==> src/hw/mem_pkg.sv <==
//**************************************************************************
// Single SDRAM bank memory map. The sound region sits at a fixed word offset
// and the download header is 32 bytes long
//**************************************************************************
`default_nettype none

package mem_pkg;

    localparam int bank_aw  = 22;  // Word address into the bank
    localparam int bank_dw  = 16;
    localparam int main_aw  = 18;  // Main CPU word address
    localparam int snd_aw   = 15;  // Sound CPU byte address
    localparam int ioctl_aw = 25;  // Download byte address
    localparam int hdr_aw   = 5;

    typedef logic [15:0]        main_data_t;
    typedef logic [7:0]         snd_data_t;
    typedef logic [bank_dw-1:0] bank_word_t;
    typedef logic [bank_aw-1:0] bank_addr_t;

    // Sound ROM starts 256 kB into the bank
    localparam bank_addr_t snd_offset = 22'h02_0000;

    // Header bytes are never written to SDRAM
    localparam int header_len = 32;
    localparam logic [hdr_aw-1:0] hdr_dec_addr = 5'h10;  // Decoder flags
    localparam logic [hdr_aw-1:0] hdr_id_addr  = 5'h18;  // Game id

endpackage

`default_nettype wire
==> src/hw/game_sdram.sv <==
//**************************************************************************
// Memory map top. Main CPU and sound CPU share one bank read port, and the
// download writes the same bank through a separate write port
//**************************************************************************
`timescale 1ns/1ns
`default_nettype none

module game_sdram
    import mem_pkg::*;
(
    input  logic                clk,
    input  logic                rst_n,
    input  logic                main_cs,
    input  logic [main_aw-1:0]  main_addr,
    output main_data_t          main_data,
    output logic                main_ok,
    input  logic                snd_cs,
    input  logic [snd_aw-1:0]   snd_addr,
    output snd_data_t           snd_data,
    output logic                snd_ok,
    input  logic                downloading,
    input  logic [ioctl_aw-1:0] ioctl_addr,
    input  logic [7:0]          ioctl_dout,
    input  logic                ioctl_wr,
    output logic                dwnld_busy,
    output logic [7:0]          game_id,
    output logic                dec_en,
    output logic                dec_type,
    output logic                ba_rd,
    output bank_addr_t          ba_addr,
    input  logic                ba_ack,
    input  logic                ba_rdy,
    input  bank_word_t          data_read,
    output logic                prog_we,
    output bank_addr_t          prog_addr,
    output bank_word_t          prog_data,
    output logic [1:0]          prog_mask,
    input  logic                prog_ack
);

    logic              main_req, main_ack, main_rdy;
    logic              snd_req, snd_ack, snd_rdy;
    bank_addr_t        main_baddr, snd_baddr;
    logic              hdr_wr;
    logic [hdr_aw-1:0] hdr_addr;
    logic [7:0]        hdr_data;

    rom_slot #(
        .slot_data_t   ( main_data_t ),
        .addr_w        ( main_aw     ),
        .region_offset ( '0          )
    ) u_main (
        .clk ( clk ), .rst_n ( rst_n ), .cs ( main_cs ), .addr ( main_addr ),
        .data ( main_data ), .ok ( main_ok ),
        .slot_req ( main_req ), .slot_addr ( main_baddr ), .slot_ack ( main_ack ),
        .slot_rdy ( main_rdy ), .bank_data ( data_read )
    );

    rom_slot #(
        .slot_data_t   ( snd_data_t ),
        .addr_w        ( snd_aw     ),
        .region_offset ( snd_offset )
    ) u_snd (
        .clk ( clk ), .rst_n ( rst_n ), .cs ( snd_cs ), .addr ( snd_addr ),
        .data ( snd_data ), .ok ( snd_ok ),
        .slot_req ( snd_req ), .slot_addr ( snd_baddr ), .slot_ack ( snd_ack ),
        .slot_rdy ( snd_rdy ), .bank_data ( data_read )
    );

    slot_arbiter u_arb (
        .clk ( clk ), .rst_n ( rst_n ), .downloading ( downloading ),
        .req0 ( main_req ), .req1 ( snd_req ), .addr0 ( main_baddr ), .addr1 ( snd_baddr ),
        .ack0 ( main_ack ), .ack1 ( snd_ack ), .rdy0 ( main_rdy ), .rdy1 ( snd_rdy ),
        .ba_rd ( ba_rd ), .ba_addr ( ba_addr ), .ba_ack ( ba_ack ), .ba_rdy ( ba_rdy )
    );

    rom_loader u_loader (
        .clk ( clk ), .rst_n ( rst_n ), .downloading ( downloading ),
        .ioctl_addr ( ioctl_addr ), .ioctl_dout ( ioctl_dout ), .ioctl_wr ( ioctl_wr ),
        .hdr_wr ( hdr_wr ), .hdr_addr ( hdr_addr ), .hdr_data ( hdr_data ),
        .prog_we ( prog_we ), .prog_addr ( prog_addr ), .prog_data ( prog_data ),
        .prog_mask ( prog_mask ), .prog_ack ( prog_ack ), .dwnld_busy ( dwnld_busy )
    );

    header_regs u_hdr (
        .clk ( clk ), .rst_n ( rst_n ),
        .hdr_wr ( hdr_wr ), .hdr_addr ( hdr_addr ), .hdr_data ( hdr_data ),
        .game_id ( game_id ), .dec_en ( dec_en ), .dec_type ( dec_type )
    );

endmodule

`default_nettype wire

==> src/hw/header_regs.sv <==
//**************************************************************************
// Game configuration taken from the download header
//**************************************************************************
`timescale 1ns/1ns
`default_nettype none

module header_regs
    import mem_pkg::*;
(
    input  logic              clk,
    input  logic              rst_n,
    input  logic              hdr_wr,
    input  logic [hdr_aw-1:0] hdr_addr,
    input  logic [7:0]        hdr_data,
    output logic [7:0]        game_id,
    output logic              dec_en,
    output logic              dec_type
);

    logic dec0_flag;  // First decoder type
    logic dec1_flag;  // Second decoder type

    always_ff @(posedge clk or negedge rst_n) begin
        if (!rst_n) begin
            game_id   <= 8'd0;
            dec_type  <= 1'b0;
            dec0_flag <= 1'b0;
            dec1_flag <= 1'b0;
            dec_en    <= 1'b0;
        end else begin
            if (hdr_wr && hdr_addr == hdr_dec_addr) begin
                dec0_flag <= |hdr_data[1:0];
                dec_type  <= hdr_data[1];
                dec1_flag <= hdr_data[2];
            end
            if (hdr_wr && hdr_addr == hdr_id_addr) game_id <= hdr_data;
            dec_en <= dec0_flag | dec1_flag;  // One cycle behind the flags
        end
    end

endmodule

`default_nettype wire

==> src/hw/rom_loader.sv <==
//**************************************************************************
// Download packer. Strobes must be at least 8 cycles apart since there is
// no back-pressure. A trailing odd byte is written with the top half masked
//**************************************************************************
`timescale 1ns/1ns
`default_nettype none

module rom_loader
    import mem_pkg::*;
(
    input  logic                clk,
    input  logic                rst_n,
    input  logic                downloading,
    input  logic [ioctl_aw-1:0] ioctl_addr,
    input  logic [7:0]          ioctl_dout,
    input  logic                ioctl_wr,
    output logic                hdr_wr,
    output logic [hdr_aw-1:0]   hdr_addr,
    output logic [7:0]          hdr_data,
    output logic                prog_we,
    output bank_addr_t          prog_addr,
    output bank_word_t          prog_data,
    output logic [1:0]          prog_mask,
    input  logic                prog_ack,
    output logic                dwnld_busy
);

    logic [ioctl_aw-1:0] pay_off;
    logic                is_hdr;
    logic                pay_wr;
    logic                tail_wr;
    logic                start_wr;
    logic [7:0]          low_byte;
    bank_addr_t          low_addr;
    logic                low_valid;
    logic                downloading_l;

    assign is_hdr   = ioctl_addr < ioctl_aw'(header_len);
    assign pay_off  = ioctl_addr - ioctl_aw'(header_len);
    assign pay_wr   = downloading && ioctl_wr && !is_hdr;
    assign tail_wr  = downloading_l && !downloading && low_valid;  // Odd-length image
    assign start_wr = (pay_wr && pay_off[0]) || tail_wr;

    assign hdr_wr     = downloading && ioctl_wr && is_hdr;
    assign hdr_addr   = ioctl_addr[hdr_aw-1:0];
    assign hdr_data   = ioctl_dout;
    assign dwnld_busy = downloading | prog_we | low_valid;  // Held tail byte is still owed

    always_ff @(posedge clk or negedge rst_n) begin
        if (!rst_n) begin
            prog_we       <= 1'b0;
            low_valid     <= 1'b0;
            downloading_l <= 1'b0;
        end else begin
            downloading_l <= downloading;
            if (prog_ack) prog_we <= 1'b0;
            if (start_wr) prog_we <= 1'b1;
            if (pay_wr) low_valid <= !pay_off[0];
            else if (tail_wr) low_valid <= 1'b0;
        end
    end

    always_ff @(posedge clk) begin
        if (pay_wr && !pay_off[0]) begin
            low_byte <= ioctl_dout;
            low_addr <= bank_addr_t'(pay_off >> 1);
        end
        if (pay_wr && pay_off[0]) begin
            prog_addr <= bank_addr_t'(pay_off >> 1);
            prog_data <= {ioctl_dout, low_byte};
            prog_mask <= 2'b00;
        end else if (tail_wr) begin
            prog_addr <= low_addr;
            prog_data <= {8'h00, low_byte};
            prog_mask <= 2'b10;  // Upper byte left alone
        end
    end

    // Relies on the stream spacing and the bank write latency
    a_one_write: assert property (@(posedge clk) disable iff (!rst_n)
        start_wr |-> !prog_we || prog_ack)
        else $error("bank write started while another is pending");

endmodule

`default_nettype wire

==> src/hw/slot_arbiter.sv <==
//**************************************************************************
// Round-robin owner of the bank read port, one read in flight at a time.
// No new read starts while the download is running
//**************************************************************************
`timescale 1ns/1ns
`default_nettype none

module slot_arbiter
    import mem_pkg::*;
(
    input  logic       clk,
    input  logic       rst_n,
    input  logic       downloading,
    input  logic       req0,
    input  logic       req1,
    input  bank_addr_t addr0,
    input  bank_addr_t addr1,
    output logic       ack0,
    output logic       ack1,
    output logic       rdy0,
    output logic       rdy1,
    output logic       ba_rd,
    output bank_addr_t ba_addr,
    input  logic       ba_ack,
    input  logic       ba_rdy
);

    typedef enum logic {st_idle, st_busy} arb_state_t;

    arb_state_t state;
    logic       last;   // Slot served last
    logic       owner;  // Slot of the read in flight
    logic       pick;
    logic       grant;

    always_comb begin
        if (req0 && req1) pick = ~last;  // Take turns when both wait
        else              pick = req1;
    end

    assign grant = state == st_idle && !downloading && (req0 || req1);

    // Ack and ready go back only to the owner
    assign ack0 = ba_rd && ba_ack && !owner;
    assign ack1 = ba_rd && ba_ack && owner;
    assign rdy0 = state == st_busy && ba_rdy && !owner;
    assign rdy1 = state == st_busy && ba_rdy && owner;

    always_ff @(posedge clk or negedge rst_n) begin
        if (!rst_n) begin
            state <= st_idle;
            last  <= 1'b1;
            owner <= 1'b0;
            ba_rd <= 1'b0;
        end else if (grant) begin
            state <= st_busy;
            owner <= pick;
            last  <= pick;
            ba_rd <= 1'b1;
        end else if (state == st_busy) begin
            if (ba_ack) ba_rd <= 1'b0;
            if (ba_rdy) state <= st_idle;
        end
    end

    always_ff @(posedge clk) begin
        if (grant) ba_addr <= pick ? addr1 : addr0;
    end

    a_no_stray_rdy: assert property (@(posedge clk) disable iff (!rst_n)
        state == st_idle |-> !ba_rdy)
        else $error("ba_rdy with no read in flight");

endmodule

`default_nettype wire

==> src/hw/rom_slot.sv <==
//**************************************************************************
// Cached read slot holding one bank word. An 8-bit payload takes the byte
// picked by addr[0], low byte first. The client must hold addr while cs
//**************************************************************************
`timescale 1ns/1ns
`default_nettype none

module rom_slot
    import mem_pkg::*;
#(
    parameter type               slot_data_t   = main_data_t,
    parameter int                addr_w        = main_aw,
    parameter bank_addr_t        region_offset = '0
) (
    input  logic              clk,
    input  logic              rst_n,
    input  logic              cs,
    input  logic [addr_w-1:0] addr,
    output slot_data_t        data,
    output logic              ok,
    output logic              slot_req,
    output bank_addr_t        slot_addr,
    input  logic              slot_ack,
    input  logic              slot_rdy,
    input  bank_word_t        bank_data
);

    typedef enum logic [1:0] {st_idle, st_req, st_wait} slot_state_t;

    localparam bit is_byte = $bits(slot_data_t) == 8;

    slot_state_t state;
    bank_addr_t  word_addr;
    bank_addr_t  req_addr;
    bank_addr_t  tag;
    bank_word_t  cached_word;
    bank_word_t  shifted;
    logic        valid;
    logic        hit;

    // Byte slots address half words
    assign word_addr = (is_byte ? bank_addr_t'(addr >> 1) : bank_addr_t'(addr)) + region_offset;
    assign hit       = valid && tag == word_addr;
    assign ok        = cs && hit;
    assign shifted   = (is_byte && addr[0]) ? (cached_word >> 8) : cached_word;
    assign data      = slot_data_t'(shifted);
    assign slot_req  = state == st_req;
    assign slot_addr = req_addr;

    always_ff @(posedge clk or negedge rst_n) begin
        if (!rst_n) begin
            state <= st_idle;
            valid <= 1'b0;
        end else begin
            case (state)
                st_idle: if (cs && !hit) state <= st_req;
                st_req:  if (slot_ack) state <= st_wait;
                st_wait: if (slot_rdy) begin
                    state <= st_idle;
                    valid <= 1'b1;
                end
                default: state <= st_idle;
            endcase
        end
    end

    always_ff @(posedge clk) begin
        if (state == st_idle && cs && !hit) req_addr <= word_addr;  // Latch on miss
        if (state == st_wait && slot_rdy) begin
            tag         <= req_addr;
            cached_word <= bank_data;
        end
    end

    // The arbiter may sit on a request for many cycles
    a_req_stable: assert property (@(posedge clk) disable iff (!rst_n)
        slot_req && !slot_ack |=> $stable(slot_addr))
        else $error("slot_addr changed before slot_ack");

endmodule

`default_nettype wire

==> config.mk <==
export PLATFORM = sky130hd
export DESIGN_NAME = game_sdram
export DESIGN_NICKNAME = d
export VERILOG_FILES = /design/src/hw/mem_pkg.sv /design/src/hw/game_sdram.sv /design/src/hw/header_regs.sv /design/src/hw/rom_loader.sv /design/src/hw/slot_arbiter.sv /design/src/hw/rom_slot.sv
export SDC_FILE = /design/constraint.sdc
export NUM_CORES = 1
export LEC_CHECK = 0
export ABC_AREA = 1
export BUFFER_PORTS_ARGS = -buffer_cell sky130_fd_sc_hd__buf_2
export CORE_UTILIZATION = 58
export DETAILED_ROUTE_END_ITERATION = 10
export PLACE_DENSITY = 0.93
export SYNTH_ARGS = -nofsm -noshare
export SYNTH_HDL_FRONTEND = slang
export SYNTH_SLANG_ARGS = --single-unit
==> constraint.sdc <==
create_clock -name clk -period 6.45 [get_ports clk]
set_input_delay 0.645 -clock clk [delete_from_list [all_inputs] [get_ports clk]]
set_output_delay 0.645 -clock clk [all_outputs]
set_load 0.02 [all_outputs]
==> impl_metrics.toml, run 1 <==
[run_status]
status = "complete, no violations"

[critical_path]
slowest_stage = "nand2_1"
critPathTopFamily = "simple AND/OR/NAND/NOR gates"
critical_path_arrival_ns = 2.89
crit_fanout = 43
cpMostUsedCell = "inv_1"
crit_required_ns = 6.61
path_class = "in2reg"
start_kind = "input port"
cp_cell_sequence = "buf_2 > inv_1 > ha_1 > nand2_2 > inv_1 > nand3_2 > nand3_4 > nand2_1 > buf_4"
worst_setup_path_end_kind = "flop"
cp_num_buf_inv = 4
max_stage_delay_ns = 0.69

[routing]
wire_per_inst_um = 17.2
drt.antenna.violating_nets = 0
route.detailed.drc = 0
via_count = 5865
drt_iter0_markers = 540
first_pass_iters = 5
viasPerCell = 5.33
routed_wl_um = 19000

[floorplan]
die_h_um = 122
dieArea_um2 = 14900
start_util_pct = 59.8
die_w_um = 122
core_um2 = 14000
rows = 43
pin_count = 192

[logic_synthesis]
synthArstFlopShare_pct = 12.0
syn_area_um2 = 8370
synth_warnings = 0
synthAdderAreaFrac_pct = 0.150
yosys.area_share.simple_pct = 16.5
synth_common_cells = "nand2_1, edfxtp_1, inv_1"
synth_compound_area_share_pct = 1.65
synth-seq-area-share_pct = 73.1
netlist-cell-type-count = 34
synth-edff-count = 182
yosys-top-cells-area = "edfxtp_1, nand2_1, dfrtp_1"
synth_ff_type = "edfxtp_1"
synthCells = 702
synth_xor_area_share_pct = 2.08
synth-seq-cells = 208
synth_top_family_by_area = "simple AND/OR/NAND/NOR gates"
synth.mux.area_fraction_pct = 1.08
synth_top_cell_by_area = "edfxtp_1"
syn_avg_cell_area_um2 = 11.9
synth_top_area_share_pct = 65.3
post-synth-top-count-cell = "nand2_1"

[cts]
numCtsBuffers = 21
tritoncts = "done"
cts_setup_buffers = 0
cts_hold_buf = 0
ctsResizeCount = 0
clock_sinks = 208
clk_latency_ns = 0.49
cts_buffer_depth = 3
cts.clk_slew.worst_paths_ns = 0.06
clockRootBuffer = "clkbuf_16"
cts.htree.levels = 1

[power_and_ir_drop]
power.density_nw_per_um2 = 340
leakage_nw = 4.51
p_clk_share_pct = 32.4
peakVddDrop_mv = 0.250
power.share.switching_pct = 28.5
seqPwrFrac_pct = 51.3
p_comb_share_pct = 16.3
power_switching_w = 0.000976
internal_power_w = 0.00245

[place]
dp_hpwl_um = 13100
portBuffers = 186
post_dp_cell_area_um2 = 9460
routabilityCongestion = 0.902

[min_path]
hold_path.class = "in2async"

[sta]
skew_ns = 0.00890
min_period_ns = 2.74
setup-violations-final = 0
rsz0062_at_grt = "no"
period_share_pct = 42.5
clock.fmax_mhz = 365
tns_ns = 0
relSlewSlack_pct = 35.2
fin_hold_ws_ns = 0.170
slew_violations = 0
hold_violations = 0
tightest_slew_ns = 0.970

[layout]
fillers = 930
multiInputGateArea_um2 = 1830
fin_nets = 996
syn_to_final_growth_pct = 20.6
seq_area_um2 = 6110
layout-drive-gt1-share_pct = 27.7
design_area_um2 = 10100

[global_route]
antenna_found_initial = 0
grt_pass1_wl_um = 29100
globalRouteOverflowTotal = 0
grt_max_degree = 44
grt_usage_pct = 26.2
grt_pass1_vias = 5677

[run]
maxCapViolations = 0
==> per-stage QoR <==
stage / setup slack [ns] / total power (W) / instances / util (%)
floorplan: 2.81 / 0.00211 / 706 / -
global placement: 3.36 / 0.00229 / 1061 / 67.6
detailed placement: 3.25 / 0.00233 / 1061 / 67.6
CTS: 3.76 / 0.00344 / 1099 / 72.1
global route: 3.49 / 0.00356 / 1099 / 72.1
finish: 3.71 / 0.00343 / 1100 / 72.1
==> routing by layer <==
layer / up-vias / wire [um] / GRT usage (%) / part of all wire, %
met1: 2767 / 7170 / 33.3 / 38
met5: - / 0 / 0 / 0
met2: 341 / 9420 / 44.7 / 50
met4: 0 / 540 / 8.23 / 2.8
met3: 49 / 1850 / 6.18 / 9.8
li1: 2708 / - / - / -
==> registers in the layout (all words and copies together), names as in the netlist, 2 cells and up <==
| register | cells |
|---|---|
| u_snd.slot_addr | 14 |
| u_loader.low_addr | 22 |
| u_main.data | 16 |
| u_main.state | 2 |
| u_hdr.game_id | 8 |
| u_main.tag | 18 |
| u_loader.prog_addr | 22 |
| u_snd.state | 2 |
| u_snd.tag | 14 |
| u_arb.ba_addr | 18 |
| u_loader.prog_data | 16 |
| u_loader.low_byte | 8 |
| u_main.slot_addr | 18 |
| u_snd.cached_word | 16 |
==> placed cells by master (no fill, tap or decap), types with 2 or more instances in the layout <==
cell,n
inv_2,2
clkinvlp_4,5
conb_1,5
nand3_2,3
nor3_1,4
o21ai_1,6
nand2_1,218
clkinv_1,2
xnor2_1,9
nor2_2,6
nor2_1,73
or2_2,4
clkinv_2,4
nand4_1,11
inv_1,84
clkbuf_16,21
nand3_1,11
nand2_2,3
dfrtp_1,24
a21oi_1,2
clkbuf_1,4
edfxtp_1,182
xor2_1,9
mux2_2,8
buf_2,186
nor3_2,2
o21ai_0,15
buf_4,4
==> power groups by stage <==
stage               clock [W]  sequential, W  combinational, W
floorplan                   0        0.00184          0.000268
global placement            0        0.00177          0.000517
detailed placement          0        0.00178          0.000548
CTS                   0.00112        0.00176          0.000558
global route          0.00117        0.00177          0.000618
finish                0.00111        0.00176          0.000558
==> path summary, 6_finish.rpt <==
path / from / endpoint / slack [ns] / depth (start not counted)
min in group clk: downloading / u_loader.downloading_l / 0.31 / 1
worst max-delay path: ioctl_addr[5] / u_loader.prog_addr[5] / 3.71 / 9
worst min register to register: u_loader.low_byte[5] / u_loader.prog_data[5] / 0.42 / 0
max in group asynchronous: rst_n / u_arb.ba_rd / 5.87 / 1
worst max register to register: u_main.state[1] / u_arb.ba_addr[17] / 4.35 / 7
worst min-delay path: rst_n / u_hdr.game_id[7] / 0.17 / 1
==> final cells by class <==
type                    instances  area share [%]
flip-flops and latches        208            60.6
clock buffers                  26            5.49
multi-input cells             396            18.1
diodes                          1          0.0248
clock inverters                12           0.732
well taps                     180            2.23
inverters                      87            3.26
repair buffers                190            9.53
==> cell families after synthesis <==
| kind of cell | Yosys count |
|---|---|
| and+or+nand+nor | 337 |
| AOI/OAI and AO/OA | 26 |
| xor gates and xnor gates | 19 |
| other | 1 |
| buffers and inverters | 102 |
| DFF | 208 |
| adders and majority gates | 1 |
| muxes | 8 |
Note: power is estimated with default switching activity, not from simulation.
==> run 2: changes to the inputs <==
--- a/config.mk
+++ b/config.mk
@@ -5,11 +5,11 @@
 export SDC_FILE = /design/constraint.sdc
 export NUM_CORES = 1
 export LEC_CHECK = 0
-export ABC_AREA = 1
+export ABC_AREA = 0
 export BUFFER_PORTS_ARGS = -buffer_cell sky130_fd_sc_hd__buf_2
-export CORE_UTILIZATION = 58
+export CORE_UTILIZATION = 53
 export DETAILED_ROUTE_END_ITERATION = 10
-export PLACE_DENSITY = 0.93
+export PLACE_DENSITY = 0.87
 export SYNTH_ARGS = -nofsm -noshare
 export SYNTH_HDL_FRONTEND = slang
 export SYNTH_SLANG_ARGS = --single-unit
==> constraint.sdc (replaced) <==
create_clock -name clk -period 2.71 [get_ports clk]
set_input_delay 0.271 -clock clk [delete_from_list [all_inputs] [get_ports clk]]
set_output_delay 0.271 -clock clk [all_outputs]
set_load 0.02 [all_outputs]
==> run 2 against run 1 <==
Net effect: register-to-register slack worse by 3.6 ns; synthesized area is 5.4% lower; combinational power is 140% higher; critical path type is now in2out; critical endpoint is now snd_ok; sequential share of layout area is 1.8 points lower; final area is 3.1% higher; routed wire length is 6.1% lower; via count is 16% lower; non-clock buffer count is 65 higher.
==> impl_metrics.toml, run 2 <==
[floorplan]
start_util_pct = 54.5
die_h_um = 124
die_w_um = 124
core_um2 = 14500
dieArea_um2 = 15400
pin_count = 192
rows = 44

[critical_path]
r2r_start = "u_main.state[0]"
crit_required_ns = 2.44
worst_setup_path_end_kind = "primary output"
path_class = "in2out"
rr_endpoint = "u_arb.ba_addr[8]"
start_kind = "input port"
reg2reg_slack_ns = 0.70
rr_worst_depth = 4
crit_fanout = 3
critical_path_arrival_ns = 2.24

[place]
dp_hpwl_um = 11600
portBuffers = 186
pre_cts_ws_ns = 0.121
routabilityCongestion = 0.924
post_dp_cell_area_um2 = 9190

[logic_synthesis]
synth-edff-count = 182
synth.mux.area_fraction_pct = 7.54
synth_top_area_share_pct = 69.0
syn_avg_cell_area_um2 = 17.7
synth_compound_area_share_pct = 1.45
synth_xor_area_share_pct = 5.09
synthCells = 448
yosys.area_share.simple_pct = 7.00
synth_warnings = 0
synth_top_cell_by_area = "edfxtp_1"
synthAdderAreaFrac_pct = 0.158
post-synth-top-count-cell = "edfxtp_1"
synth_top_family_by_area = "multiplexers"
synth_common_cells = "edfxtp_1, mux2_2, xnor2_1"
yosys-top-cells-area = "edfxtp_1, dfrtp_1, mux2_2"
synthArstFlopShare_pct = 12.0
netlist-cell-type-count = 48
synth_ff_type = "edfxtp_1"
synth-seq-area-share_pct = 77.2
syn_area_um2 = 7920
synth-seq-cells = 208

[global_route]
grt_pass1_vias = 5176
grt_max_degree = 26
antenna_found_initial = 0
grt_pass1_wl_um = 27800
globalRouteOverflowTotal = 0
grt_usage_pct = 23.2

[sta]
rsz0062_at_grt = "no"
min_period_ns = 2.51
fin_ws_ns = 0.202
period_share_pct = 92.5
slew_violations = 0
tightest_slew_ns = 0.988
hold_violations = 0
setup-violations-final = 0
fin_hold_ws_ns = 0.0135
clock.fmax_mhz = 399
relSlewSlack_pct = 34.1
tns_ns = 0
skew_ns = 0.0215

[layout]
final_common_cell = "buf_2"
fin_util_pct = 71.5
n_antenna_cell = 0
fin_nets = 811
biggestRegsByFlops = "u_loader.low_addr x22, u_loader.prog_addr x22"
mostFrequentLayoutCells = "buf_2, edfxtp_1, dlygate4sd3_1"
layout-drive-gt1-share_pct = 42.3
design_area_um2 = 10400
syn_to_final_growth_pct = 31.4

[power_and_ir_drop]
leakage_nw = 4.06
peakVddDrop_mv = 0.668
power.density_nw_per_um2 = 795

[cts]
cts_setup_buffers = 0
cts_buffer_depth = 3
cts.htree.levels = 1
clk_latency_ns = 0.49
tritoncts = "done"
cts.clk_slew.worst_paths_ns = 0.06
cts_hold_buf = 51
numCtsBuffers = 21
clockRootBuffer = "clkbuf_16"
clock_sinks = 208
ctsResizeCount = 0

[routing]
drt_iter0_markers = 375
route.detailed.drc = 0
viasPerCell = 5.35
via_count = 4910
drt.antenna.violating_nets = 0
wire_per_inst_um = 19.4
routed_wl_um = 17800
first_pass_iters = 7

[min_path]
holdPathStages = 1
min-delay-start = "ioctl_dout[1]"
hold_path.class = "in2reg"
min_to = "u_loader.low_byte[1]"

[run_status]
status = "complete, no violations"

[run]
maxCapViolations = 0
==> run 2: area by class of cell <==
| class | instances | area, um2 |
|---|---|---|
| flip-flops and latches | 208 | 6110 |
| fillers | 900 | 4140 |
| multi-input cells | 221 | 1740 |
| repair buffers | 255 | 1610 |
| clock buffers | 28 | 562 |
| well taps | 184 | 230 |
| clock inverters | 9 | 104 |
| inverters | 12 | 45.0 |
==> run 2: stage by stage <==
stage / instances / power [W]
after detailed placement: 826 / 0.00543
after floorplan: 452 / 0.00490
after CTS: 914 / 0.00830
after global routing: 917 / 0.00857
final: 917 / 0.00827
after global placement: 826 / 0.00538
==> run 2: logic make-up after synthesis <==
kind of cell,Yosys count
flip-flops,208
AND/OR/NAND/NOR,99
multiplexers,52
XOR/XNOR,46
buffers and inverters,23
AO/OA/AOI/OAI,18
adder cells (fa/ha/maj),1
other,1
==> run 2: metal layers <==
metal | vias up | routed length (um) | track usage [%]
li1 | 2212 | - | -
met4 | 0 | 405 | 6.80
met1 | 2381 | 7020 | 29.6
met2 | 278 | 8920 | 40.0
met5 | - | 0 | 0
met3 | 39 | 1470 | 4.91
==> run 2: worst max path at each step <==
stage                            to  depth (start not counted)  slack, ns           from
5_1_grt                      snd_ok                          7       0.13    snd_addr[3]
2_1_floorplan  u_loader.low_addr[0]                          6       0.02  ioctl_addr[5]
6_report                     snd_ok                          7       0.20   snd_addr[13]
3_3_place_gp   u_loader.low_byte[0]                          8       0.26  ioctl_addr[5]
3_5_place_dp   u_loader.low_byte[0]                          8       0.12  ioctl_addr[5]
4_1_cts                      snd_ok                          7       0.19   snd_addr[13]
==> run 2: worst max-delay path: stages <==
cell and delay [ns]:
dlygate4sd3_1 0.53, buf_2 0.15, xnor2_1 0.17, nand3_1 0.12
or4_1 0.62, nor2_1 0.17, buf_2 0.19
==> run 2: where the power goes <==
group          internal (W)  switching [W]  total [W]
combinational      0.000548       0.000775    0.00132
clock               0.00165        0.00115    0.00281
sequential          0.00395       0.000183    0.00413
total               0.00615        0.00211    0.00827
